## config.mk

```make
export PLATFORM = sky130hd
export DESIGN_NAME = line_merge
export DESIGN_NICKNAME = d
export VERILOG_FILES = /design/src/verilog/cache_types_pkg.sv /design/src/verilog/line_merge.sv
export SDC_FILE = /design/constraint.sdc
export NUM_CORES = 1
export LEC_CHECK = 0
export BUFFER_PORTS_ARGS = -buffer_cell sky130_fd_sc_hd__buf_2
export CORE_AREA = 2 2 217 219
export DETAILED_ROUTE_END_ITERATION = 8
export DIE_AREA = 0 0 219 221
export PLACE_DENSITY = 0.37
export SYNTH_ARGS = -nofsm -noshare
export SYNTH_HDL_FRONTEND = slang
export SYNTH_SLANG_ARGS = --single-unit
```

## constraint.sdc

```tcl
create_clock -name vclk -period 1.6
set_input_delay 0.24 -clock vclk [all_inputs]
set_output_delay 0.24 -clock vclk [all_outputs]
set_load 0.05 [all_outputs]
```

## src/verilog/cache_types_pkg.sv

```systemverilog
package cache_types_pkg;

    // Associativity is fixed by the 3-bit PLRU tree
    localparam int WAYS = 4;

    // CPU side data word and its byte write mask
    typedef logic [31:0] word_t;
    typedef logic [3:0]  wmask_t;

    // One cache line, 32 bytes
    typedef logic [255:0] line_t;

    // Byte address without the 5 offset bits, also stored as the tag
    typedef logic [26:0] line_addr_t;

    typedef logic [1:0] way_t;

    // Bit 0 root, bit 1 picks within ways 0-1, bit 2 within ways 2-3
    typedef logic [2:0] plru_t;

    typedef struct packed {
        logic [31:0] addr;
        word_t       wdata;
        wmask_t      wmask;
    } cpu_req_t;

    typedef struct packed {
        line_addr_t line_addr;
        line_t      wdata;
    } mem_req_t;

    typedef enum logic [1:0] {
        idle_s,
        compare_s,
        writeback_s,
        allocate_s
    } cache_state_t;

endpackage : cache_types_pkg
```

## src/verilog/line_merge.sv

```systemverilog
module line_merge (
    input  cache_types_pkg::line_t  base_line,
    input  logic [2:0]              word_sel,
    input  cache_types_pkg::word_t  wdata,
    input  cache_types_pkg::wmask_t wmask,
    output cache_types_pkg::line_t  merged_line
);
    import cache_types_pkg::*;

    localparam int WORDS = $bits(line_t) / $bits(word_t);
    localparam int BYTES = $bits(word_t) / 8;

    word_t [WORDS-1:0] words;

    // Only masked bytes of the selected word change
    always_comb begin
        words = base_line;
        for (int b = 0; b < BYTES; b++) begin
            if (wmask[b]) begin
                words[word_sel][8*b +: 8] = wdata[8*b +: 8];
            end
        end
    end

    assign merged_line = words;

endmodule : line_merge

```

**Word level (Yosys, flattened, before mapping)**

Index checks and enable logic that the tools add are counted.

- Add/sub/neg operators: 0
- Eq/ne operators: 0
- Multiplexer cells: 16
- Magnitude comparators: 2
- Divide/modulo/power cells: 0
- Shift operators: 0
- Bitwise operators: 0
- $mul: 0
- Reductions and logical operators: 1

Operator list:

| operator | count |
|---|---|
| bitwise mux 256 bit | 4 |
| two-way mux 256 bit | 4 |
| demux 32 bit (select 3 bit) | 4 |
| two-way mux 32 bit | 1 |
| two-way mux 24 bit | 1 |
| two-way mux 16 bit | 1 |
| two-way mux 8 bit | 1 |
| < comparator 3 x 4 -> 1 bit, second input constant | 1 |
| greater-or-equal comparator 3 x 1 -> 1 bit, second input constant | 1 |
| logical AND 1 bit | 1 |

- Bits in read-only memories: 0
- Word-level logic and storage cells: 19
- Output and inout port bits: 256
- Bits in registers: 0
- RAM bits: 0
- Memories: 0
- Input bits: 295
- Bits in latches: 0

**Depth between registers and ports, before layout**

- Depth in word-level cells: 12
- Depth in mapped cells: 4
- Mapped depth without buffers: 2

**Worst setup path before layout**

OpenSTA, ideal clock, no wires.

- Kind: input to output
- Start: input port word_sel[2]
- End: output port merged_line[7]
- Data arrival time: 1.424 ns
- Data required time: 1.360 ns
- Buffers on the path: 1
- Stages: 3
- Path slack: -0.064 ns
- Path through: buf_2 > nor4b_4 > mux2_1

- Cells in the longest elaborated chain, start to end: 12
- Elaborated cells between the ends (all ways): 16
- Those cells by class: order compare: 2; mux: 13; reduce/logical: 1

Ends and longest elaborated chain:

| what | RTL line | RTL |
|---|---|---|
| start: declaration | line_merge.sv:3 | `input logic [2:0] word_sel,` |
| < comparator 3 x 4 -> 1 bit (implied by the code) / greater-or-equal comparator 3 x 1 -> 1 bit (equally long branches) | line_merge.sv:20 | `words[word_sel][8*b +: 8] = wdata[8*b +: 8];` |
| logical AND 1 bit (implied by the code) | line_merge.sv:20 |  |
| two-way mux 8 bit (implied by the code) | line_merge.sv:20 |  |
| demux 32 bit (select 3 bit) | line_merge.sv:20 |  |
| bitwise mux 256 bit | line_merge.sv:20 |  |
| two-way mux 256 bit | line_merge.sv:19 | `if (wmask[b]) begin` |
| bitwise mux 256 bit | line_merge.sv:20 |  |
| two-way mux 256 bit | line_merge.sv:19 |  |
| bitwise mux 256 bit | line_merge.sv:20 |  |
| two-way mux 256 bit | line_merge.sv:19 |  |
| bitwise mux 256 bit | line_merge.sv:20 |  |
| two-way mux 256 bit * | line_merge.sv:19 |  |
| end: declaration | line_merge.sv:6 | `output cache_types_pkg::line_t merged_line` |

Every way passes the cells marked *; elsewhere a longest branch is shown, timed or not.

**Worst setup path in the final report**

- Start: input port word_sel[2]
- End: output port merged_line[59]

- Cells in the longest elaborated chain, start to end: 9
- Elaborated cells between the ends (all ways): 16
- Those cells by class: order compare: 2; mux: 13; reduce/logical: 1

Ends and longest elaborated chain:

| what | RTL line |
|---|---|
| demux 32 bit (select 3 bit) | line_merge.sv:20 |
| bitwise mux 256 bit | line_merge.sv:20 |
| two-way mux 256 bit | line_merge.sv:19 |
| bitwise mux 256 bit | line_merge.sv:20 |
| two-way mux 256 bit | line_merge.sv:19 |
| bitwise mux 256 bit | line_merge.sv:20 |
| two-way mux 256 bit | line_merge.sv:19 |
| bitwise mux 256 bit | line_merge.sv:20 |
| two-way mux 256 bit * | line_merge.sv:19 |

Marks and branches as above.

==> results.sh <==
export IMPL_seqPwrFrac=0
export IMPL_multi_input_area_sq_um=4404
export IMPL_clkPwrFrac=0
export IMPL_syn_area_sq_um=3507
export IMPL_finish_utilization=0.2470
export IMPL_crit_slowest_cell="mux2_4"
export IMPL_pwr_share_comb=1.000
export IMPL_cp_num_buf_inv=4
export IMPL_path_cells="buf_12 > buf_8 > nor4bb_4 > buf_6 > mux2_4 > buf_12"
export IMPL_gp_congestion=0.8847
export IMPL_slew_viol_final=0
export IMPL_die_w_microns=219
export IMPL_yosys_cell_types_count=11
export IMPL_vias=5425
export IMPL_syn_area_per_cell_sq_um=11.20
export IMPL_critPathMostFrequentCell="buf_12"
export IMPL_grt_usage=0.1074
export IMPL_grt_pass1_vias=6036
export IMPL_routedWlPerCell_microns=18.69
export IMPL_fillers=4860
export IMPL_syn_to_final_growth_pct=224.4
export IMPL_routed_wl_microns=28620
export IMPL_violations="negative setup slack"
export IMPL_grt_max_degree=9
export IMPL_whs_path_depth=3
export IMPL_dr_pass1_iters=4
export IMPL_status="finished, violations left"
export IMPL_fin_ws_ns=-0.2025
export IMPL_grt_pass1_wl_microns=39670
export IMPL_fin_crit_ns=1.803
export IMPL_cpPeakStageDelay_ns=0.34
export IMPL_leakagePower_uw=0.005795
export IMPL_critPathKind="in2out"
export IMPL_portBuffers=551
export IMPL_synth_seq_area_share=0
export IMPL_drtIter0Drc=105
export IMPL_min_to="merged_line[33]"
export IMPL_hp_start="base_line[33]"
export IMPL_tightestPinTransition_ns=0.2959
export IMPL_yosysWarnings=0
export IMPL_ir_worst_vdd_v=0.0001652
export IMPL_power_switching_uw=2480
export IMPL_synth_nets=608
export IMPL_die_h_microns=221
export IMPL_setup_viol=232
export IMPL_finalCritPeriodShare=1.127
export IMPL_drive_gt1_frac=1.000
export IMPL_vias_per_cell=3.543
export IMPL_ant_nets=0
export IMPL_cp_top_family="buffers and inverters"
export IMPL_end_kind="primary output"
export IMPL_die_area_sq_um=48400
export IMPL_slew_headroom=0.8024
export IMPL_power_density_nw_per_um2=401.3
export IMPL_maxCapViolations=0
export IMPL_nets=1220
export IMPL_grt_setup_unrepaired="yes"
export IMPL_grt_overflow_total=0
export IMPL_ctsHoldBuffers=0
export IMPL_worstPathArrival_ns=1.56
export IMPL_finalPower_uw=4565
export IMPL_p_int_uw=2085
export IMPL_hold_viol=0
export IMPL_path_max_fanout=8
export IMPL_seq_cells=0
export IMPL_antenna_found_initial=3
export IMPL_rows=79
export IMPL_pin_count=551
export IMPL_crit_required_ns=1.36
export IMPL_swShare=0.5432
export IMPL_startpoint="word_sel[2]"
export IMPL_fmax_mhz=554.8
export IMPL_worstSetupStartpointType="input pin"
export IMPL_nClkBuffers=0
export IMPL_drc=0
export IMPL_synth_cells=313
export IMPL_core_sq_um=46060
export IMPL_regArea_sq_um=0
export IMPL_dpl_hpwl_microns=21970
export IMPL_hold_path_class="in2out"
export IMPL_initial_core_util=0.07614
## stage by stage
step | hold slack, ns | instance area [sq um] | TNS [ns] | instances | setup slack, ns
2_1_floorplan | 0.7764 | 3507 | -0.2100 | 313 | -0.006564
3_3_place_gp | 0.8685 | 7711 | -76.81 | 1514 | -0.5298
3_5_place_dp | 0.8643 | 7711 | -79.69 | 1514 | -0.5340
4_1_cts | 0.8284 | 11030 | -30.39 | 1524 | -0.2477
5_1_grt | 0.8371 | 11380 | -34.55 | 1531 | -0.2528
6_report | 0.8292 | 11380 | -24.75 | 1531 | -0.2025
## worst max-delay path by stage
stage | slack (ns) | to | cells past startpoint
6_report | -0.20 | merged_line[59] | 6
5_1_grt | -0.25 | merged_line[59] | 6
4_1_cts | -0.25 | merged_line[155] | 6
3_5_place_dp | -0.53 | merged_line[108] | 6
3_3_place_gp | -0.53 | merged_line[155] | 6
2_1_floorplan | -0.007 | merged_line[10] | 3
## power by group through the flow
stage	registers [uW]	logic, uW	clock network [uW]
6_report	0	4560	0.0000837
5_1_grt	0	4710	0.0000837
4_1_cts	0	4440	0
3_5_place_dp	0	3240	0
3_3_place_gp	0	3240	0
2_1_floorplan	0	2160	0
## layout by cell type (no fill, tap or decap)
master	count
buf_4	18
buf_16	1
nand4b_4	12
buf_8	184
mux2_2	41
clkbuf_4	1
and4bb_2	2
buf_6	105
buf_2	296
and4bb_4	2
mux2_4	215
nor4bb_4	7
diode_2	1
nand4_4	4
buf_12	29
bufbuf_16	1
nor4b_4	4
nor4bb_2	1
## cell type report
type | count | area share
Antenna cell | 1 | 0.0002200
Multi-Input combinational cell | 288 | 0.3872
Tap cell | 607 | 0.06676
Timing Repair Buffer | 635 | 0.5459
## synth_stat cells
library cell,n,area (sq um)
and4bb_2,4,50.05
buf_2,18,90.09
buf_4,1,7.510
buf_6,5,56.30
buf_8,1,15.01
mux2_1,1,11.26
mux2_2,255,2872
nand4_2,4,50.05
nand4b_2,12,180.2
nor4b_4,4,95.09
nor4bb_1,8,80.08
## routing by layer
| metal | track usage | wire length [microns] | up-vias |
|---|---|---|---|
| met5 | 0 | 28 | - |
| met4 | 0.009590 | 305 | 4 |
| met3 | 0.01265 | 1714 | 18 |
| met2 | 0.2136 | 15480 | 291 |
| met1 | 0.1245 | 11090 | 2641 |
| li1 | - | - | 2471 |
## timing repair
action,4_1_cts,5_1_grt
pin swaps,20,11
gates resized for setup,892,100
setup endpoints to repair,256,249
gates cloned,3,0
setup buffers,7,7
## cells by family (layout without fill, tap and decap cells)
kind of cell | after synthesis | in the layout | share of synthesized area
other | 0 | 1 | 0
and+or+nand+nor | 32 | 32 | 0.1299
buffers and inverters | 25 | 635 | 0.04816
muxes | 256 | 256 | 0.8220
(Power assumes the default switching activity.)
