--- config.mk ---
export PLATFORM = sky130hd
export DESIGN_NAME = hit_compare
export DESIGN_NICKNAME = d
export VERILOG_FILES = /design/src/verilog/cache_types_pkg.sv /design/src/verilog/hit_compare.sv
export SDC_FILE = /design/constraint.sdc
export NUM_CORES = 1
export LEC_CHECK = 0
export ABC_CLOCK_PERIOD_IN_PS = 15700
export BUFFER_PORTS_ARGS = -buffer_cell sky130_fd_sc_hd__buf_2
export CORE_AREA = 2 2 573 575
export DETAILED_ROUTE_END_ITERATION = 12
export DIE_AREA = 0 0 575 577
export GPL_TIMING_DRIVEN = 0
export SYNTH_ARGS = -nofsm -noshare
export SYNTH_HDL_FRONTEND = slang
export SYNTH_SLANG_ARGS = --single-unit
--- constraint.sdc ---
create_clock -name vclk -period 15.7
set_input_delay 3.925 -clock vclk [all_inputs]
set_output_delay 3.925 -clock vclk [all_outputs]
set_load 0.02 [all_outputs]
--- src/verilog/cache_types_pkg.sv ---
package cache_types_pkg;

    // Associativity is fixed by the 3-bit PLRU tree
    localparam int WAYS = 4;

    // CPU side data word and its byte write mask
    typedef logic [31:0] word_t;
    typedef logic [3:0]  wmask_t;

    // One cache line, 32 bytes
    typedef logic [255:0] line_t;

    // Byte address without the 5 offset bits, also stored as the tag
    typedef logic [26:0] line_addr_t;

    typedef logic [1:0] way_t;

    // Bit 0 root, bit 1 picks within ways 0-1, bit 2 within ways 2-3
    typedef logic [2:0] plru_t;

    typedef struct packed {
        logic [31:0] addr;
        word_t       wdata;
        wmask_t      wmask;
    } cpu_req_t;

    typedef struct packed {
        line_addr_t line_addr;
        line_t      wdata;
    } mem_req_t;

    typedef enum logic [1:0] {
        idle_s,
        compare_s,
        writeback_s,
        allocate_s
    } cache_state_t;

endpackage : cache_types_pkg
--- src/verilog/hit_compare.sv ---
module hit_compare (
    input  cache_types_pkg::line_addr_t                            req_line_addr,
    input  logic [2:0]                                             word_sel,
    input  logic [cache_types_pkg::WAYS-1:0]                       valid,
    input  cache_types_pkg::line_addr_t [cache_types_pkg::WAYS-1:0] tags,
    input  cache_types_pkg::line_t [cache_types_pkg::WAYS-1:0]     lines,
    output logic                                                   hit,
    output cache_types_pkg::way_t                                  hit_way,
    output cache_types_pkg::line_t                                 hit_line,
    output cache_types_pkg::word_t                                 rdata
);
    import cache_types_pkg::*;

    localparam int WORDS = $bits(line_t) / $bits(word_t);

    logic [WAYS-1:0]        match;
    word_t [WORDS-1:0]      line_words;

    always_comb begin
        for (int w = 0; w < WAYS; w++) begin
            match[w] = valid[w] && (tags[w] == req_line_addr);
        end
    end

    // At most one way matches, lowest wins anyway
    always_comb begin
        hit_way = '0;
        for (int w = WAYS - 1; w >= 0; w--) begin
            if (match[w]) begin
                hit_way = way_t'(w);
            end
        end
    end

    assign hit      = |match;
    assign hit_line = lines[hit_way];

    // Word view of the hitting line
    assign line_words = hit_line;
    assign rdata      = line_words[word_sel];

endmodule : hit_compare

# Yosys cells after proc, flatten, opt, wreduce, memory -nomap -nowiden
# Index checks and enable logic that the tools add are counted.
# W data, S select, Z words.
[totals]
reg_bits = 0
inputBits = 1166
out_inout_bits = 291
wordCells = 19
[classes]
order_cmp = 2
eq_ne = 4
muxes = 8
n_reduce_logical = 5
[op_table]
columns = ["op", "n"]
rows = [
  ["$bmux W256 S2", 1],
  ["$mux W256", 1],
  ["$eq A27 B27 Y1", 4],
  ["$bmux W32 S3", 1],
  ["$mux W32", 1],
  ["$mux W2", 4],
  ["$logic_and A1 B1 Y1", 4],
  ["$lt A3 B4 Y1 const B", 1],
  ["$reduce_or A4 Y1", 1],
  ["$lt A2 B3 Y1 const B", 1],
]

# Longest topological paths before layout
# Gate-level depths: netlist of the first run.
[depth]
word_depth = 10
depth_mapped = 15
ltp_nobuf = 10

# Least setup slack after synthesis of the first run
# OpenSTA, ideal clock, no wires.
[synth_path]
path_kind = "input -> output"
start = "input req_line_addr[4]"
end = "output rdata[19]"
t_arrival_ps = 6691
t_required_ps = 11775
slack_ps = 5084
cell_stages = 14
path_buffers = 5
cell_sequence = "buf_2 -> xnor2_2 -> nand4_1 -> or4_1 -> nor4_2 -> o211a_1 -> buf_6 -> buf_8 -> buf_6 -> buf_2 -> nand2_1 -> a31oi_1 -> o21ai_1 -> nand3_1"
[synth_via]
elab_chain_len = 10
word_cells_on_any_way = 16
cone_classes = "eq/ne (4); mux (8); reduce/logical (4)"
[synth_rtl]
columns = ["element", "line_no", "text"]
rows = [
  ["start, declared", "hit_compare.sv:2", "input cache_types_pkg::line_addr_t req_line_addr,"],
  ["$eq A27 B27 Y1", "hit_compare.sv:21", "match[w] = valid[w] && (tags[w] == req_line_addr);"],
  ["$logic_and A1 B1 Y1", "hit_compare.sv:21", ""],
  ["$mux W2 (3 in series)", "hit_compare.sv:29", "if (match[w]) begin"],
  ["$mux W2 (*)", "hit_compare.sv:29", ""],
  ["$bmux W256 S2 (*)", "hit_compare.sv:36", "assign hit_line = lines[hit_way];"],
  ["$mux W256 (not written as such) (*)", "hit_compare.sv:36", ""],
  ["named net hit_line[147]", "hit_compare.sv:9", "output cache_types_pkg::line_t hit_line,"],
  ["$bmux W32 S3 (*)", "hit_compare.sv:40", "assign rdata = line_words[word_sel];"],
  ["$mux W32 (not written as such) (*)", "hit_compare.sv:40", ""],
  ["end, declared", "hit_compare.sv:10", "output cache_types_pkg::word_t rdata"],
]
# Mark *: on every way through the listed nets, which the timed path passes. The rest lies on a longest branch. The select of a mux whose other input is x is not followed.

# Worst setup path in the final report of the first run
[layout_path]
start = "input req_line_addr[26]"
end = "output rdata[6]"
[layout_via]
elab_chain_len = 10
word_cells_on_any_way = 16
cone_classes = "eq/ne (4); mux (8); reduce/logical (4)"
[layout_rtl]
columns = ["element", "line_no"]
rows = [
  ["$eq A27 B27 Y1", "hit_compare.sv:21"],
  ["$logic_and A1 B1 Y1", "hit_compare.sv:21"],
  ["$mux W2 (3 in series)", "hit_compare.sv:29"],
  ["$mux W2 (*)", "hit_compare.sv:29"],
  ["$bmux W256 S2 (*)", "hit_compare.sv:36"],
  ["$mux W256 (not written as such) (*)", "hit_compare.sv:36"],
  ["$bmux W32 S3 (*)", "hit_compare.sv:40"],
  ["$mux W32 (not written as such) (*)", "hit_compare.sv:40"],
]
# Every way passes the cells marked *; elsewhere a longest branch is shown, timed or not. The select of a mux whose other input is x is not followed.

==> qor.csv, run 1 <==
metric;value;unit
Initial Util;4.10;%
Max Fclk;0.0685;GHz
Synth area leaders;mux2i_1, a21oi_1, mux2_2;
FP Rows;210;
DRT Wirelength;373;mm
synth warn;0;
DP HPWL;343;mm
Worst Path Required;11.77;ns
period utilization;92.9;%
Routed Antenna Nets;0;
drt pass-1 iters;8;
Final WS setup;1.11;ns
post-layout minimum cycle time;14.59;ns
wire per inst;45.9;um
Total Power;722;uW
VDD IR max;12.4;uV
Design Area, Final;27300;um2
max-slew violations;19;
area occupied by multi-input gates;12300;um2
Reg area;0;um2
hold wc startpoint;lines[61];
core area;326000;um2
Post-CTS Resized;0;
Worst Setup Start Kind;input port;
fin util;8.38;%
die height;577;um
commonest non-fill, non-tap cell in the layout;buf_2;
postcts setup bufs;0;
TNS Setup;0;ns
post-synth top area share;31.8;%
DR vias/cell;3.30;
clock buf count;0;
# DRC;0;
RSZ-0062 raised after global routing;false;
post-synth top area cell;mux2i_1;
Worst Setup End Kind;output port;
failing checks;max-capacitance violations, max-slew violations;
average cell area after synthesis;7.09;um2
crit path max fanout;11;
cell area power density;26.4;nW/um2
first-pass GRT wire length;418;mm
sequential cell count;0;
largest net degree at the start of global routing;11;
fillers;38800;
share of cells above drive strength 1;50.3;%
static leakage power;10.0;nW
Critical Path AT;10.67;ns
vias in the first global route;23700;
status;finished with violations;
io pins;1457;
syn nets;3051;
Final Hold Viols;0;
Die Footprint;332000;um2
vias post-DR;26800;
worst hold path type;input port to output port;
worst slack at placement;1.22;ns
GRT Overall Usage;21.4;%
die width;575;um
Yosys cell types;47;
initial antenna violation count;433;
Crit. Startpoint;req_line_addr[26];
sequential share of the synthesized area;0;%
Slew HR;-10.8;%
most frequent cells in the layout;buf_2, mux2i_1, a21oi_1;
synthesized cell area;13400;um2
initial detailed-routing violation count;2997;
Final setup viols;0;
Mapped Cells;1885;
placed inst area;26200;um2
Max-cap violations;5;
Layout Nets;4508;
Placer Congestion;0.939;
gr ovfl total;0;
Hold Buf Count CTS;0;
critical path class;input port to output port;
Worst-Margin Slew;1.62;ns
Port-buffer cells;1450;
Area growth syn-to-layout;104;%
==> stage by stage <==
| stage | std cells | hold WS, ns |
|---|---|---|
| after floorplan | 1885 | 8.09 |
| after global placement | 7681 | 8.29 |
| after detailed placement | 7686 | 8.28 |
| after CTS | 7686 | 8.29 |
| after global routing | 7968 | 8.32 |
| final | 8124 | 8.29 |
==> worst max-delay path: stages <==
cell and delay [ns]:
clkbuf_1 0.46, xnor2_1 0.21, nand4_1 0.10, or4_1 0.46
o211ai_1 0.48, a21o_1 0.55, clkbuf_1 1.16, clkbuf_1 1.07
and3_1 0.57, a22oi_1 0.15, a21oi_1 1.01, nand3_1 0.18
buf_2 0.26
==> worst paths after layout <==
| check | endpoint | slack (ns) | cells after the start |
|---|---|---|---|
| max | rdata[6] | 1.11 | 13 |
| min | hit_line[61] | 8.29 | 4 |
==> cell type report <==
cell class	count	area share, %
well taps	4346	19.9
diodes	438	4.01
plain buffers	183	3.89
multi-input cells	1695	45.2
repair buffers	1455	26.9
inverters	7	0.0962
==> Yosys cell counts (13+ instances only) <==
cell type	n
mux2_2	80
a31oi_1	13
nand4_1	25
xor2_1	55
and3_1	59
nand3_1	36
nand2b_1	14
o21ai_1	46
nand2_1	215
xnor2_1	48
clkbuf_1	88
a22oi_1	77
buf_2	34
nor2_1	152
a221oi_1	69
buf_4	19
nor4_1	21
a21oi_1	216
mux2_4	26
mux2i_1	425
o221ai_1	26
buf_6	29
a221o_1	13
o21ai_0	18
==> logic make-up (layout without fill, tap and decap cells) <==
| group | after synthesis | count (layout) | share of synthesized area [%] |
|---|---|---|---|
| xor+xnor | 106 | 106 | 7.11 |
| mux | 533 | 533 | 41.7 |
| buf+inv | 190 | 1645 | 7.98 |
| compound gates | 496 | 496 | 23.8 |
| simple gates | 560 | 560 | 19.4 |
| other cells | 0 | 438 | 0 |
==> per-layer routing <==
layer	up-vias	routed length [um]	track usage (%)
li1	10600	-	-
met1	12500	144000	24.2
met2	2656	159000	33.0
met3	907	42700	9.99
met4	192	25300	11.7
met5	-	1300	0
==> power breakdown <==
| group | switching [mW] | leakage (nW) | internal [mW] | total [mW] |
|---|---|---|---|---|
| registers | 0 | 0 | 0 | 0 |
| clock network | 0 | 0.00279 | 0.00000129 | 0.00000129 |
| logic | 0.499 | 10.0 | 0.223 | 0.722 |
| total | 0.499 | 10.0 | 0.223 | 0.722 |
(Power assumes the default switching activity.)
==> run 2, diff against run 1 <==
==> config.mk (replaced) <==
export PLATFORM = sky130hd
export DESIGN_NAME = hit_compare
export DESIGN_NICKNAME = d
export VERILOG_FILES = /design/src/verilog/cache_types_pkg.sv /design/src/verilog/hit_compare.sv
export SDC_FILE = /design/constraint.sdc
export NUM_CORES = 1
export LEC_CHECK = 0
export ABC_CLOCK_PERIOD_IN_PS = 15400
export BUFFER_PORTS_ARGS = -buffer_cell sky130_fd_sc_hd__buf_2
export CORE_AREA = 2 2 571 573
export DETAILED_ROUTE_END_ITERATION = 12
export DIE_AREA = 0 0 573 575
export GPL_TIMING_DRIVEN = 1
export SYNTH_ARGS = -nofsm -noshare
export SYNTH_HDL_FRONTEND = slang
export SYNTH_SLANG_ARGS = --single-unit
==> constraint.sdc (replaced) <==
create_clock -name vclk -period 15.4
set_input_delay 3.85 -clock vclk [all_inputs]
set_output_delay 3.85 -clock vclk [all_outputs]
set_load 0.02 [all_outputs]
==> qor.csv, run 2 (synthesis gave the netlist of run 1 again) <==
metric;value;unit;change
status;finished with violations;;unchanged
failing checks;max-capacitance violations;;was max-capacitance violations, max-slew violations
Hold Buf Count CTS;0;;unchanged
WP buf/inv;3;;was 4
commonest non-fill, non-tap cell in the layout;buf_2;;unchanged
Area growth syn-to-layout;100;%;was 104%
Worst Path Required;11.55;ns;was 11.77 ns
CP max stage delay;1.12;ns;was 1.16 ns
placed inst area;25900;um2;was 26,200 um2
core area;323000;um2;was 326,000 um2
most frequent cells in the layout;buf_2, mux2i_1, a21oi_1;;unchanged
Final setup viols;0;;unchanged
DR vias/cell;3.17;;was 3.30
Post-CTS Resized;0;;unchanged
hold wc startpoint;lines[167];;was lines[61]
Crit. Startpoint;req_line_addr[20];;was req_line_addr[26]
fillers;38300;;was 38.8k
Placer Congestion;0.948;;was 0.939
max-slew violations;0;;was 19
# DRC;0;;unchanged
sequential cell count;0;;unchanged
vias post-DR;25100;;was 26.8k
Worst-Margin Slew;1.45;ns;was 1.62 ns
worst hold slack;8.14;ns;was 8.29 ns
Final WS setup;2.23;ns;was 1.11 ns
Initial Util;4.14;%;was 4.10%
CP Capture Point;rdata[1];;was rdata[6]
initial detailed-routing violation count;2545;;was 2,997
io pins;1457;;unchanged
initial antenna violation count;416;;was 433
Worst Setup End Kind;output port;;unchanged
first-pass GRT wire length;356;mm;was 418 mm
postcts setup bufs;0;;unchanged
period utilization;85.5;%;
worst hold path type;input port to output port;;unchanged
share of cells above drive strength 1;51.9;%;was 50.3%
post-layout minimum cycle time;13.17;ns;
Slew HR;0.433;%;was -10.8%
crit path max fanout;47;;was 11
worst slack at placement;2.38;ns;was 1.22 ns
static leakage power;9.85;nW;was 10.0 nW
Port-buffer cells;1457;;was 1,450
Max-cap violations;1;;was 5
CP max stage cell;a221oi_1;;was clkbuf_1
critical path class;input port to output port;;unchanged
die width;573;um;was 575 um
cell family with most CP delay;compound AO/OA/AOI/OAI gates;;was buffers and inverters
TNS Setup;0;ns;unchanged
gr ovfl total;0;;unchanged
DRT Wirelength;308;mm;was 373 mm
clock buf count;0;;unchanged
VDD IR max;10.8;uV;was 12.4 uV
die height;575;um;was 577 um
Routed Antenna Nets;0;;unchanged
Reg area;0;um2;unchanged
Critical Path AT;9.32;ns;was 10.67 ns
Layout Nets;4409;;was 4,508
drt pass-1 iters;7;;was 8
Final Hold Viols;0;;unchanged
Design Area, Final;26800;um2;was 27,300 um2
largest net degree at the start of global routing;119;;was 11
RSZ-0062 raised after global routing;false;;unchanged
GRT Overall Usage;17.8;%;was 21.4%
vias in the first global route;22800;;was 23.7k
Levels on crit path;13;;unchanged
Die Footprint;329000;um2;was 332,000 um2
Max Fclk;0.0759;GHz;
cell area power density;26.2;nW/um2;was 26.4 nW/um2
DP HPWL;286;mm;was 343 mm
FP Rows;209;;was 210
wire per inst;38.9;um;was 45.9 um
Worst Setup Start Kind;input port;;unchanged
CP cell instances;buf_2, xor2_1, nor4b_1, nand3_1, nor4_2, o211a_4, buf_4, mux2_2, o221ai_1, a221oi_1, a21oi_1, nand3_1, buf_2;;was clkbuf_1, xnor2_1, nand4_1, or4_1, o211ai_1, a21o_1, clkbuf_1, clkbuf_1, and3_1, a22oi_1, a21oi_1, nand3_1, buf_2
==> run 2: cell count changes in the layout (fill, tap and decap cells not counted), moves of 8 or more <==
cell      previous run  this run
buf_1                8         0
buf_12               1         9
buf_2             1487      1457
buf_4               19        70
buf_6               30         1
clkbuf_2            14         0
clkbuf_1            74         0
diode_2            438       348
==> run 2: worst min path at each step <==
stage                     slack [ns]  cells after the start            end
after detailed placement        8.13                      4   hit_line[60]
after global routing            8.17                      4   hit_line[60]
final                           8.14                      4  hit_line[167]
after global placement          8.13                      4   hit_line[60]
after CTS                       8.14                      4  hit_line[119]
after floorplan                 7.94                      2  hit_line[132]
==> run 2: where the power goes <==
group	total (mW)	leakage [nW]	internal [mW]	switching [mW]
Sequential	0	0	0	0
Clock	0.00000295	0.00221	0.00000295	0
Combinational	0.701	9.85	0.232	0.468
Total	0.701	9.85	0.232	0.468
==> run 2: layer usage <==
metal | share of wire [%] | global-route usage, %
met4 | 5.5 | 7.91
met3 | 15 | 11.3
met5 | 0.54 | 0
met1 | 37 | 19.7
met2 | 42 | 26.7
==> run 2: layout make-up <==
cell class                 count  area, um2  area share (%)
multi-input combinational   1695      12400            46.4
timing repair buffer        1539       8030            30.0
tap                         4325       5410            20.2
antenna                      348        871            3.25
inverter                       7       28.8           0.108
==> run 2: metrics by stage <==
| step | power, mW | util (%) | cells |
|---|---|---|---|
| 2_1_floorplan | 0.230 | - | 1885 |
| 3_3_place_gp | 0.708 | 7.99 | 7561 |
| 3_5_place_dp | 0.708 | 8.01 | 7565 |
| 4_1_cts | 0.710 | 8.01 | 7565 |
| 5_1_grt | 0.735 | 8.21 | 7822 |
| 6_report | 0.701 | 8.28 | 7914 |
==> run 2: tightest hold or removal path: cells and delay by family <==
kind	cells	cell delay (ns)
muxes	2	0.19
buffers and inverters	2	0.26
