File: src/verilog/cache_types_pkg.sv
package cache_types_pkg;

    // Associativity is fixed by the 3-bit PLRU tree
    localparam int WAYS = 4;

    // CPU side data word and its byte write mask
    typedef logic [31:0] word_t;
    typedef logic [3:0]  wmask_t;

    // One cache line, 32 bytes
    typedef logic [255:0] line_t;

    // Byte address without the 5 offset bits, also stored as the tag
    typedef logic [26:0] line_addr_t;

    typedef logic [1:0] way_t;

    // Bit 0 root, bit 1 picks within ways 0-1, bit 2 within ways 2-3
    typedef logic [2:0] plru_t;

    typedef struct packed {
        logic [31:0] addr;
        word_t       wdata;
        wmask_t      wmask;
    } cpu_req_t;

    typedef struct packed {
        line_addr_t line_addr;
        line_t      wdata;
    } mem_req_t;

    typedef enum logic [1:0] {
        idle_s,
        compare_s,
        writeback_s,
        allocate_s
    } cache_state_t;

endpackage : cache_types_pkg
File: src/verilog/plru_tree.sv
module plru_tree #(
    parameter int SETS = 16
) (
    input  logic                             clk,
    input  logic                             reset,
    input  logic [$clog2(SETS)-1:0]          index,
    input  logic                             plru_we,
    input  cache_types_pkg::way_t            used_way,
    input  logic [cache_types_pkg::WAYS-1:0] valid,
    output cache_types_pkg::way_t            victim_way
);
    import cache_types_pkg::*;

    plru_t tree_mem [SETS];
    plru_t cur;
    plru_t updated;

    assign cur = tree_mem[index];

    always_comb begin
        victim_way = cur[0] ? {1'b1, cur[2]} : {1'b0, cur[1]};
        // Invalid ways first, lowest number first
        for (int w = WAYS - 1; w >= 0; w--) begin
            if (!valid[w]) begin
                victim_way = way_t'(w);
            end
        end
    end

    // Point the path bits away from the used way
    always_comb begin
        updated    = cur;
        updated[0] = ~used_way[1];
        if (used_way[1]) begin
            updated[2] = ~used_way[0];
        end else begin
            updated[1] = ~used_way[0];
        end
    end

    always_ff @(posedge clk) begin
        if (reset) begin
            for (int s = 0; s < SETS; s++) begin
                tree_mem[s] <= '0;
            end
        end else if (plru_we) begin
            tree_mem[index] <= updated;
        end
    end

endmodule : plru_tree

File: config.mk
export PLATFORM = sky130hd
export DESIGN_NAME = plru_tree
export DESIGN_NICKNAME = d
export VERILOG_FILES = /design/src/verilog/cache_types_pkg.sv /design/src/verilog/plru_tree.sv
export SDC_FILE = /design/constraint.sdc
export NUM_CORES = 1
export LEC_CHECK = 0
export CORE_MARGIN = 8
export CORE_UTILIZATION = 55
export CTS_CLUSTER_DIAMETER = 100
export CTS_CLUSTER_SIZE = 8
export DETAILED_ROUTE_END_ITERATION = 16
export DONT_BUFFER_PORTS = 1
export GPL_ROUTABILITY_DRIVEN = 0
export MAX_ROUTING_LAYER = met4
export PLACE_DENSITY = 0.7
export SLEW_MARGIN = 20
export SYNTH_ARGS = -nofsm -noshare
export SYNTH_HDL_FRONTEND = slang
export SYNTH_SLANG_ARGS = --single-unit
File: constraint.sdc
create_clock -name clk -period 2.5 [get_ports clk]
set_input_delay 0.375 -clock clk [delete_from_list [all_inputs] [get_ports clk]]
set_output_delay 0.375 -clock clk [all_outputs]
set_load 0.02 [all_outputs]
-- Yosys cells after proc, flatten, opt, wreduce, memory -nomap -nowiden
Memory sizes are Yosys's and may differ from the RTL's.
Cells that the tools add are included.
- mux-type cells: 15
- bitwise gates (word level): 2
- reduce and logical (&&, ||, !) cells: 1
- operator list (operator ; number):
    $mux W2 ; 5
    $mux W1 ; 8
    $mux W4 ; 1
    $mux W3 ; 1
    $reduce_or A3 Y1 ; 1
    $not A1 Y1 ; 2
- bits in registers: 0
- memory bits (writable): 48
- input port bits: 13
- output and inout bits: 2
- memories: 1
- memory list (memory ; depth ; bits a word ; rd ports ; clocked after memory_dff ; wr ports ; line ; RTL):
    tree_mem ; 16 ; 3 ; 1 ; 0 ; 16 ; plru_tree.sv:14 ; plru_t tree_mem [SETS];

-- Longest topological paths before layout
Gate-level depths: netlist of the first run.
An unclocked memory read counts as a cell.
- depth in word-level cells: 6
- depth in mapped cells: 8
- depth with buffers taken out: 5

-- Worst setup path after synthesis of the first run
Ideal clock, no wire load.
- kind: in2out
- start point: input port index[0]
- end point: output port victim_way[0]
- arrival time: 1.976 ns
- required time: 2.125 ns
- path slack: 0.149 ns
- stages on the path: 7
- path buffers: 2
- cells stage by stage: buf_6 buf_8 mux4_1 a22oi_1 nand2_1 mux2i_1 a31oi_1
- cells in the longest elaborated chain, start to end: 6
- ends and longest elaborated chain (what ; line ; RTL):
    start, declared ; plru_tree.sv:6 ; input logic [$clog2(SETS)-1:0] index,
    $mem_v2 Z16 W3 ; -- ;
    $mux W2 ; plru_tree.sv:21 ; victim_way = cur[0] ? {1'b1, cur[2]} : {1'b0, cur[1]};
    $mux W2 (4 in a row) ; plru_tree.sv:24 ; if (!valid[w]) begin
    end, declared ; plru_tree.sv:10 ; output cache_types_pkg::way_t victim_way
Every way passes these cells.

-- Worst setup path in the final report of the first run
- start point: memory tree_mem[0][0] (netlist bit)
- end point: output port victim_way[0]
- cells in the longest elaborated chain, start to end: 6
- ends and longest elaborated chain (what ; line):
    start, declared ; plru_tree.sv:14
    $mem_v2 Z16 W3 ; --
    $mux W2 ; plru_tree.sv:21
    $mux W2 (4 in a row) ; plru_tree.sv:24
Every way passes these cells.

==> flow_summary.yaml, run 1 <==
run_status:
  outcome: "completed"
logic_synthesis:
  synth-seq-area-share_pct: 60.2
  ys_ff_latch: 48
  synth_area_um2: 2390
  syn-num-nets: 193
  syn_inst: 180
  syn_avg_cell_area_um2: 13.3
  yosysWarnings: 0
  synth_cell_types: 26
route:
  vias: 1349
  drtPass1Iterations: 4
  drt_iter0_drc: 84
  drt-total-wl_mm: 4.38
  wl_per_cell_um: 18.9
  ant_nets: 0
  routed_via_density: 5.81
  route.detailed.drc: 0
sta:
  setup_viol: 0
  finClkSkew_ns: 0.00543
  rsz0062_at_grt: "no"
  slew_headroom_pct: 59.5
  worst_pin_slew_ns: 0.607
  max_freq_mhz: 426
  slew_viol_final: 0
  tns_ns: 0
  post-route-min-period_ns: 2.35
  hold_viol_final: 0
  fin_ws_ns: 0.154
  fin_crit_sh_pct: 93.8
worst_setup_path:
  cp-end-kind: "primary output"
  r2r_cells: 5
  worst_ep_arrival_time_ns: 1.97
  startpoint_type: "flip-flop"
  critical_path_class: "reg2out"
  cp.required_ns: 2.12
  crit_path_max_fanout: 2
die:
  start_util_pct: 56.2
  fp.dieH_um: 82.0
  rows: 24
  dieArea_um2: 6720
  io_pins: 15
  core_um2: 4260
  die_w_um: 82.0
pwr:
  vdd_drop_max_mv: 0.506
  p_per_area_nw_per_um2: 594
  power_leakage_nw: 0.892
clock_network:
  clock_latency_ns: 0.29
  hold_buffers: 0
  numCtsBuffers: 5
  clock_sinks: 48
  cts_buffer_depth: 2
  htree_levels: 2
  cts_tree: "built"
  clock-root-buffer: "clkbuf_8"
  clkTransAtPathRegs_ns: 0.08
grt:
  grt_max_degree: 20
  antenna_found_initial: 0
  grtUsageTotal_pct: 15.5
  grt_pass1_vias: 1424
  grt_pass1_wl_mm: 7.48
  gr-total-overflow: 0
placed_design:
  port_buffers: 0
  hpwl_mm: 3.17
  post-place-ws_ns: 0.394
cells_and_area:
  layout-drive-gt1-share_pct: 13.9
  top_register: "tree_mem"
  num_antenna_cells: 0
  reg_top3: "tree_mem (48)"
  nets: 193
  syn_to_final_growth_pct: 4.34
  largest_reg_flops: 48
worst_hold_path:
  whs_path_depth: 1
  hold_path.class: "in2reg"
job:
  maxCapViolations: 0
==> cells in the final DEF (no fill, tap or decap), types with 2 or more instances in the layout <==
cell type,instances
mux4_2,2
mux4_1,10
nand2_2,2
clkinv_1,2
nand2_1,19
nor2_2,5
clkbuf_8,5
a22oi_1,2
nor2b_1,3
a22oi_2,4
edfxtp_1,48
nand2b_1,16
inv_1,2
nor2_1,46
buf_4,4
==> cell type report <==
type | instances | area [um2]
fill | 355 | 1770
timing repair buffer | 4 | 30.0
multi-input combinational | 119 | 878
inverter | 2 | 7.51
clock buffer | 5 | 68.8
tap | 52 | 65.1
sequential | 48 | 1440
clock inverter | 2 | 7.51
==> report_power, final <==
part           internal [mW]  total, mW  switching, mW
combinational         0.0619      0.140         0.0779
clock                  0.185      0.414          0.229
sequential             0.919      0.930         0.0110
total                   1.17       1.48          0.318
==> Yosys cell counts <==
master / instances / share of area [%]
nand2b_1: 16 / 4.2
edfxtp_1: 48 / 60
a21oi_4: 1 / 0.68
nor3b_1: 1 / 0.31
o21ai_0: 1 / 0.21
mux4_1: 10 / 11
nor2_2: 5 / 1.3
nand2_1: 19 / 3.0
nor2_1: 46 / 7.2
inv_1: 2 / 0.31
mux2i_1: 1 / 0.42
a22oi_1: 4 / 1.3
nor2b_1: 3 / 0.78
nand2_2: 2 / 0.52
a41oi_1: 1 / 0.37
a22oi_2: 2 / 1.0
clkbuf_1: 5 / 0.78
and3b_2: 1 / 0.42
a31oi_1: 1 / 0.26
buf_8: 1 / 0.63
buf_6: 3 / 1.4
mux2i_4: 1 / 0.94
mux4_2: 2 / 1.9
buf_2: 2 / 0.42
and3_1: 1 / 0.26
and2_1: 1 / 0.26
==> kinds of logic (layout without fill, tap and decap cells) <==
group / Yosys count / count (layout) / synth area share, %
buffers and inverters: 13 / 13 / 3.55
DFF: 48 / 48 / 60.2
and+or+nand+nor: 95 / 95 / 18.2
muxes: 14 / 14 / 14.2
AOI/OAI and AO/OA: 10 / 10 / 3.81
==> per-layer routing <==
metal / routed length [um] / share of wire (%) / GRT usage [%]
met1: 1880 / 43 / 19.6
met2: 2110 / 48 / 23.9
met3: 331 / 7.6 / 4.05
met4: 55 / 1.3 / 5.09
met5: 0 / 0 / -
==> path summary, 6_finish.rpt <==
check,start,endpoint,slack [ns]
worst max-delay path,tree_mem[0][0]$_SDFFCE_PN0P_,victim_way[0],0.15
worst min-delay path,used_way[1],tree_mem[2][0]$_SDFFCE_PN0P_,0.27
worst max register to register,tree_mem[0][1]$_SDFFCE_PN0P_,tree_mem[11][1]$_SDFFCE_PN0P_,0.44
worst min register to register,tree_mem[15][1]$_SDFFCE_PN0P_,tree_mem[0][1]$_SDFFCE_PN0P_,1.09
==> per-stage QoR <==
step                      instances  hold WS, ns  power (mW)  area, um2  utilization (%)
after global placement          225        0.566        1.08       2410             56.6
after floorplan                 180        0.648        1.07       2390                -
after global routing            232        0.253        1.54       2500             58.6
after CTS                       232        0.262        1.49       2490             58.4
final                           232        0.266        1.48       2500             58.6
after detailed placement        225        0.572        1.09       2410             56.6
==> worst max-delay path, cell delays in order (launching register included) <==
cell and delay, ns:
edfxtp_1 0.39, mux4_1 0.52, a22oi_2 0.23, nand2_1 0.10, mux2i_1 0.12, a31oi_1 0.16, buf_4 0.16
==> what timing repair did <==
action	in CTS	in global routing
resized for setup	0	2
buffers inserted	0	0
endpoints found under the setup margin	0	1
Power figures use the tool's default switching activity.
==> run 2: changes to the inputs <==
Settings changed: PLACE_DENSITY 0.7 to 0.81, RECOVER_POWER set to 100.
==> flow_summary.yaml, run 2 (synthesized netlist as in run 1, its figures left out) <==
grt:
  gr-usage-met1_pct: 16.0
  grt_max_degree: 20
  grtUsageTotal_pct: 15.7
  grt_pass1_vias: 1454
  use_met2_pct: 28.2
  met3_usage_pct: 4.49
  grt_pass1_wl_mm: 7.37
  gr-total-overflow: 0
  antenna_found_initial: 0
  busiest_layer: "met2"
sta:
  rsz0062_at_grt: "no"
  max_freq_mhz: 415
  slew_headroom_pct: 48.9
  finClkSkew_ns: 0.00797
  worst_pin_slew_ns: 0.766
  hold_viol_final: 0
  slew_viol_final: 0
  tns_ns: 0
  setup_viol: 0
  fin_crit_sh_pct: 96.3
  post-route-min-period_ns: 2.41
pwr:
  seqPwrFrac_pct: 57.6
  power_leakage_nw: 0.901
  vdd_drop_max_mv: 0.506
  p_sw_uw: 342
  p_per_area_nw_per_um2: 645
  power.internal_mw: 1.27
  combPwrFrac_pct: 8.2
  sw_frac_of_total_pct: 21.2
  power_frac_clock_pct: 34.2
  finalPower_mw: 1.62
worst_setup_path:
  cp_cell_sequence: "mux4_1 -> a22oi_2 -> nand2_1 -> mux2i_1 -> a31oi_1 -> buf_2"
  critical_path_class: "reg2out"
  cp-end-kind: "primary output"
  critPathBufInv: 1
  r2r_slack_ns: 0.28
  worst_ep_arrival_time_ns: 2.03
  crit_slowest_cell: "mux4_1"
  crit_path_max_fanout: 2
  cp.required_ns: 2.12
  cpPeakStageDelay_ns: 0.54
  startpoint_type: "flip-flop"
  crit_family: "multiplexers"
clock_network:
  cts_tree: "built"
  clock_latency_ns: 0.30
  clock-root-buffer: "clkbuf_8"
  clkTransAtPathRegs_ns: 0.08
  post_cts_buffers: 0
  cts_buffer_depth: 2
  numCtsBuffers: 5
  htree_levels: 2
  clock_sinks: 48
worst_hold_path:
  hold_path.class: "in2reg"
cells_and_area:
  reg_top3: "tree_mem (48)"
  syn_to_final_growth_pct: 4.55
  nets: 192
  layout_commonest_cell: "edfxtp_1"
  final_cells: 232
  num_antenna_cells: 0
  layout-drive-gt1-share_pct: 12.8
  layout_common_cells: "edfxtp_1, nor2_1, nand2_1"
  top_register: "tree_mem"
  largest_reg_flops: 48
  final_area_um2: 2500
placed_design:
  hpwl_mm: 3.34
  dp_cells: 224
  port_buffers: 0
  place_area_um2: 2400
die:
  dieArea_um2: 6720
  rows: 24
  start_util_pct: 56.2
  io_pins: 15
  die_w_um: 82.0
  core_um2: 4260
  fp.dieH_um: 82.0
route:
  drt_iter0_drc: 142
  ant_nets: 0
  vias: 1409
  routed_via_density: 6.07
  drt-total-wl_mm: 4.63
  route.detailed.drc: 0
  wl_per_cell_um: 19.9
  drtPass1Iterations: 4
job:
  maxCapViolations: 0
run_status:
  outcome: "completed"
## run 2: metal layers
layer,part of all wire (%),vias to the layer above
met3,5.6,9
met2,56,43
li1,-,652
met1,37,705
met4,1.6,0
met5,0,-
## run 2: worst paths after layout
check,startpoint,to,cells past startpoint
min reg2reg,tree_mem[11][1]$_SDFFCE_PN0P_,tree_mem[3][1]$_SDFFCE_PN0P_,5
max,tree_mem[9][0]$_SDFFCE_PN0P_,victim_way[0],6
min,used_way[1],tree_mem[10][0]$_SDFFCE_PN0P_,1
max reg2reg,tree_mem[9][1]$_SDFFCE_PN0P_,tree_mem[7][1]$_SDFFCE_PN0P_,5
## run 2: final cells by class
type / count / area (um2)
clock buffer: 6 / 72.6
inverter: 2 / 7.51
clock inverter: 2 / 35.0
timing repair buffer: 3 / 17.5
multi-input combinational: 119 / 865
sequential: 48 / 1440
fill: 355 / 1760
tap: 52 / 65.1
## run 2: repair_timing
item | 4_1_cts | 5_1_grt
gates resized for setup | 0 | 2
endpoints found under the setup margin | 0 | 1
hold buffers | 0 | 0
## run 2: power groups by stage
stage               clock network (mW)  registers (mW)  logic, mW
floorplan                            0           0.941      0.131
global placement                     0           0.947      0.129
detailed placement                   0           0.950      0.135
CTS                              0.555           0.931      0.135
global route                     0.581           0.934      0.143
finish                           0.552           0.930      0.133
## run 2: worst register-to-register path, delay by kind of cell (launching register included)
family / cells / cell delay, ns
mux: 1 / 0.52
simple gates: 2 / 0.19
flops: 1 / 0.38
compound gates: 2 / 0.85
## run 2: per-stage QoR
stage	hold WS, ns	util [%]	setup WS, ns
after floorplan	0.648	-	0.149
after global placement	0.565	56.4	0.407
after detailed placement	0.570	56.4	0.398
after CTS	0.247	58.9	0.0983
after global routing	0.234	58.7	0.0203
final	0.252	58.7	0.0922
==> run 3: changes to the inputs <==
Settings changed: CELL_PAD_IN_SITES_DETAIL_PLACEMENT set to 0, CELL_PAD_IN_SITES_GLOBAL_PLACEMENT set to 2, CORE_UTILIZATION 55 to 44, HOLD_SLACK_MARGIN set to 0.03, PLACE_DENSITY 0.81 to 0.89.
==> flow_summary.yaml, run 3 (synthesized netlist as in run 1, its figures left out) <==
cells_and_area:
  nFillCells: 460
  layout_commonest_cell: "edfxtp_1"
  nets: 192
  multi_input_area_um2: 857
  largest_reg_flops: 48
  reg_top3: "tree_mem (48)"
  final_cells: 249
  syn_to_final_growth_pct: 3.76
  top_register: "tree_mem"
  seq_area_um2: 1440
  layout_common_cells: "edfxtp_1, nor2_1, nand2_1"
  num_antenna_cells: 0
  layout-drive-gt1-share_pct: 11.3
clock_network:
  clock_sinks: 48
  hold_buffers: 0
  clock-root-buffer: "clkbuf_8"
  numCtsBuffers: 5
  htree_levels: 2
  clkTransAtPathRegs_ns: 0.08
  ctsResizeCount: 0
  cts_buffer_depth: 2
  clock_latency_ns: 0.29
  post_cts_buffers: 0
  cts_tree: "built"
placed_design:
  dp_cells: 244
  port_buffers: 0
  hpwl_mm: 3.16
sta:
  tns_ns: 0
  fin_crit_sh_pct: 95.4
  hold_slack_ns: 0.264
  rsz0062_at_grt: "no"
  post-route-min-period_ns: 2.38
  hold_viol_final: 0
  slew_headroom_pct: 51.6
  max_freq_mhz: 419
  finClkSkew_ns: 0.00462
  worst_pin_slew_ns: 0.726
  slew_viol_final: 0
  setup_viol: 0
worst_setup_path:
  crit_path_max_fanout: 2
  r2r_slack_ns: 0.34
  cp.required_ns: 2.12
  cpPeakStageDelay_ns: 0.51
  startpoint_type: "flip-flop"
  crit_slowest_cell: "mux4_1"
  cp_cell_sequence: "mux4_1 -> a22oi_1 -> nand2_1 -> mux2i_1 -> a31oi_1 -> buf_4"
  worst_ep_arrival_time_ns: 2.01
  cp-end-kind: "primary output"
  critical_path_class: "reg2out"
grt:
  grt_pass1_vias: 1458
  grt_max_degree: 20
  antenna_found_initial: 0
  grtUsageTotal_pct: 11.5
  grt_pass1_wl_mm: 6.96
  gr-total-overflow: 0
pwr:
  finalPower_mw: 1.46
  p_per_area_nw_per_um2: 587
  vdd_drop_max_mv: 0.210
  power_leakage_nw: 0.882
die:
  io_pins: 15
  start_util_pct: 44.6
  dieArea_um2: 8060
  fp.dieH_um: 89.8
  die_w_um: 89.8
  core_um2: 5370
  rows: 27
worst_hold_path:
  hold_path.class: "in2reg"
route:
  route.detailed.drc: 0
  vias: 1366
  routed_via_density: 5.49
  drt_iter0_drc: 94
  drtPass1Iterations: 4
  drt-total-wl_mm: 4.26
  ant_nets: 0
  wl_per_cell_um: 17.1
job:
  maxCapViolations: 0
run_status:
  outcome: "completed"
-- run 3: changes by cell type in the layout (fill, tap and decap cells not counted), sizes merged --
cell,before,now
bufinv,1,0
clkbuf,7,6
clkinv,1,0
-- run 3: worst paths after layout --
check | startpoint | endpoint | cells past startpoint
max | tree_mem[9][0]$_SDFFCE_PN0P_ | victim_way[0] | 6
min | used_way[1] | tree_mem[9][0]$_SDFFCE_PN0P_ | 1
max reg2reg | tree_mem[1][1]$_SDFFCE_PN0P_ | tree_mem[14][1]$_SDFFCE_PN0P_ | 5
min reg2reg | tree_mem[13][1]$_SDFFCE_PN0P_ | tree_mem[15][1]$_SDFFCE_PN0P_ | 5
-- run 3: final cells by class --
| cell class | instances | area share [%] |
|---|---|---|
| well taps | 72 | 3.63 |
| repair buffers | 3 | 0.806 |
| flip-flops and latches | 48 | 58.0 |
| multi-input cells | 119 | 34.5 |
| clock buffers | 5 | 2.77 |
| inverters | 2 | 0.302 |
-- run 3: routing by layer --
layer  vias to the layer above  GRT usage, %  wire length [um]
li1                        642             -                 -
met1                       674          11.2              1630
met2                        42          19.7              2210
met3                         8          4.32               333
met4                         0          5.50                84
met5                         -             -                 0
-- run 3: power breakdown --
part | internal [mW] | switching, mW
clock network | 0.180 | 0.219
logic | 0.0575 | 0.0735
registers | 0.919 | 0.00874
total | 1.16 | 0.301
-- run 3: worst max-delay path, delay by kind of cell, from the launching register on --
kind,cells,cell delay (ns)
buffers and inverters,1,0.16
multiplexers,2,0.64
AO/OA/AOI/OAI,2,0.44
flip-flops,1,0.37
AND/OR/NAND/NOR,1,0.10
-- run 3: stage by stage --
step	util, %	instance area (um2)	worst slack [ns]
4_1_cts	46.5	2500	0.0970
3_3_place_gp	45.2	2430	0.386
6_report	46.3	2480	0.116
2_1_floorplan	-	2390	0.149
5_1_grt	46.3	2480	0.0226
3_5_place_dp	45.2	2430	0.362
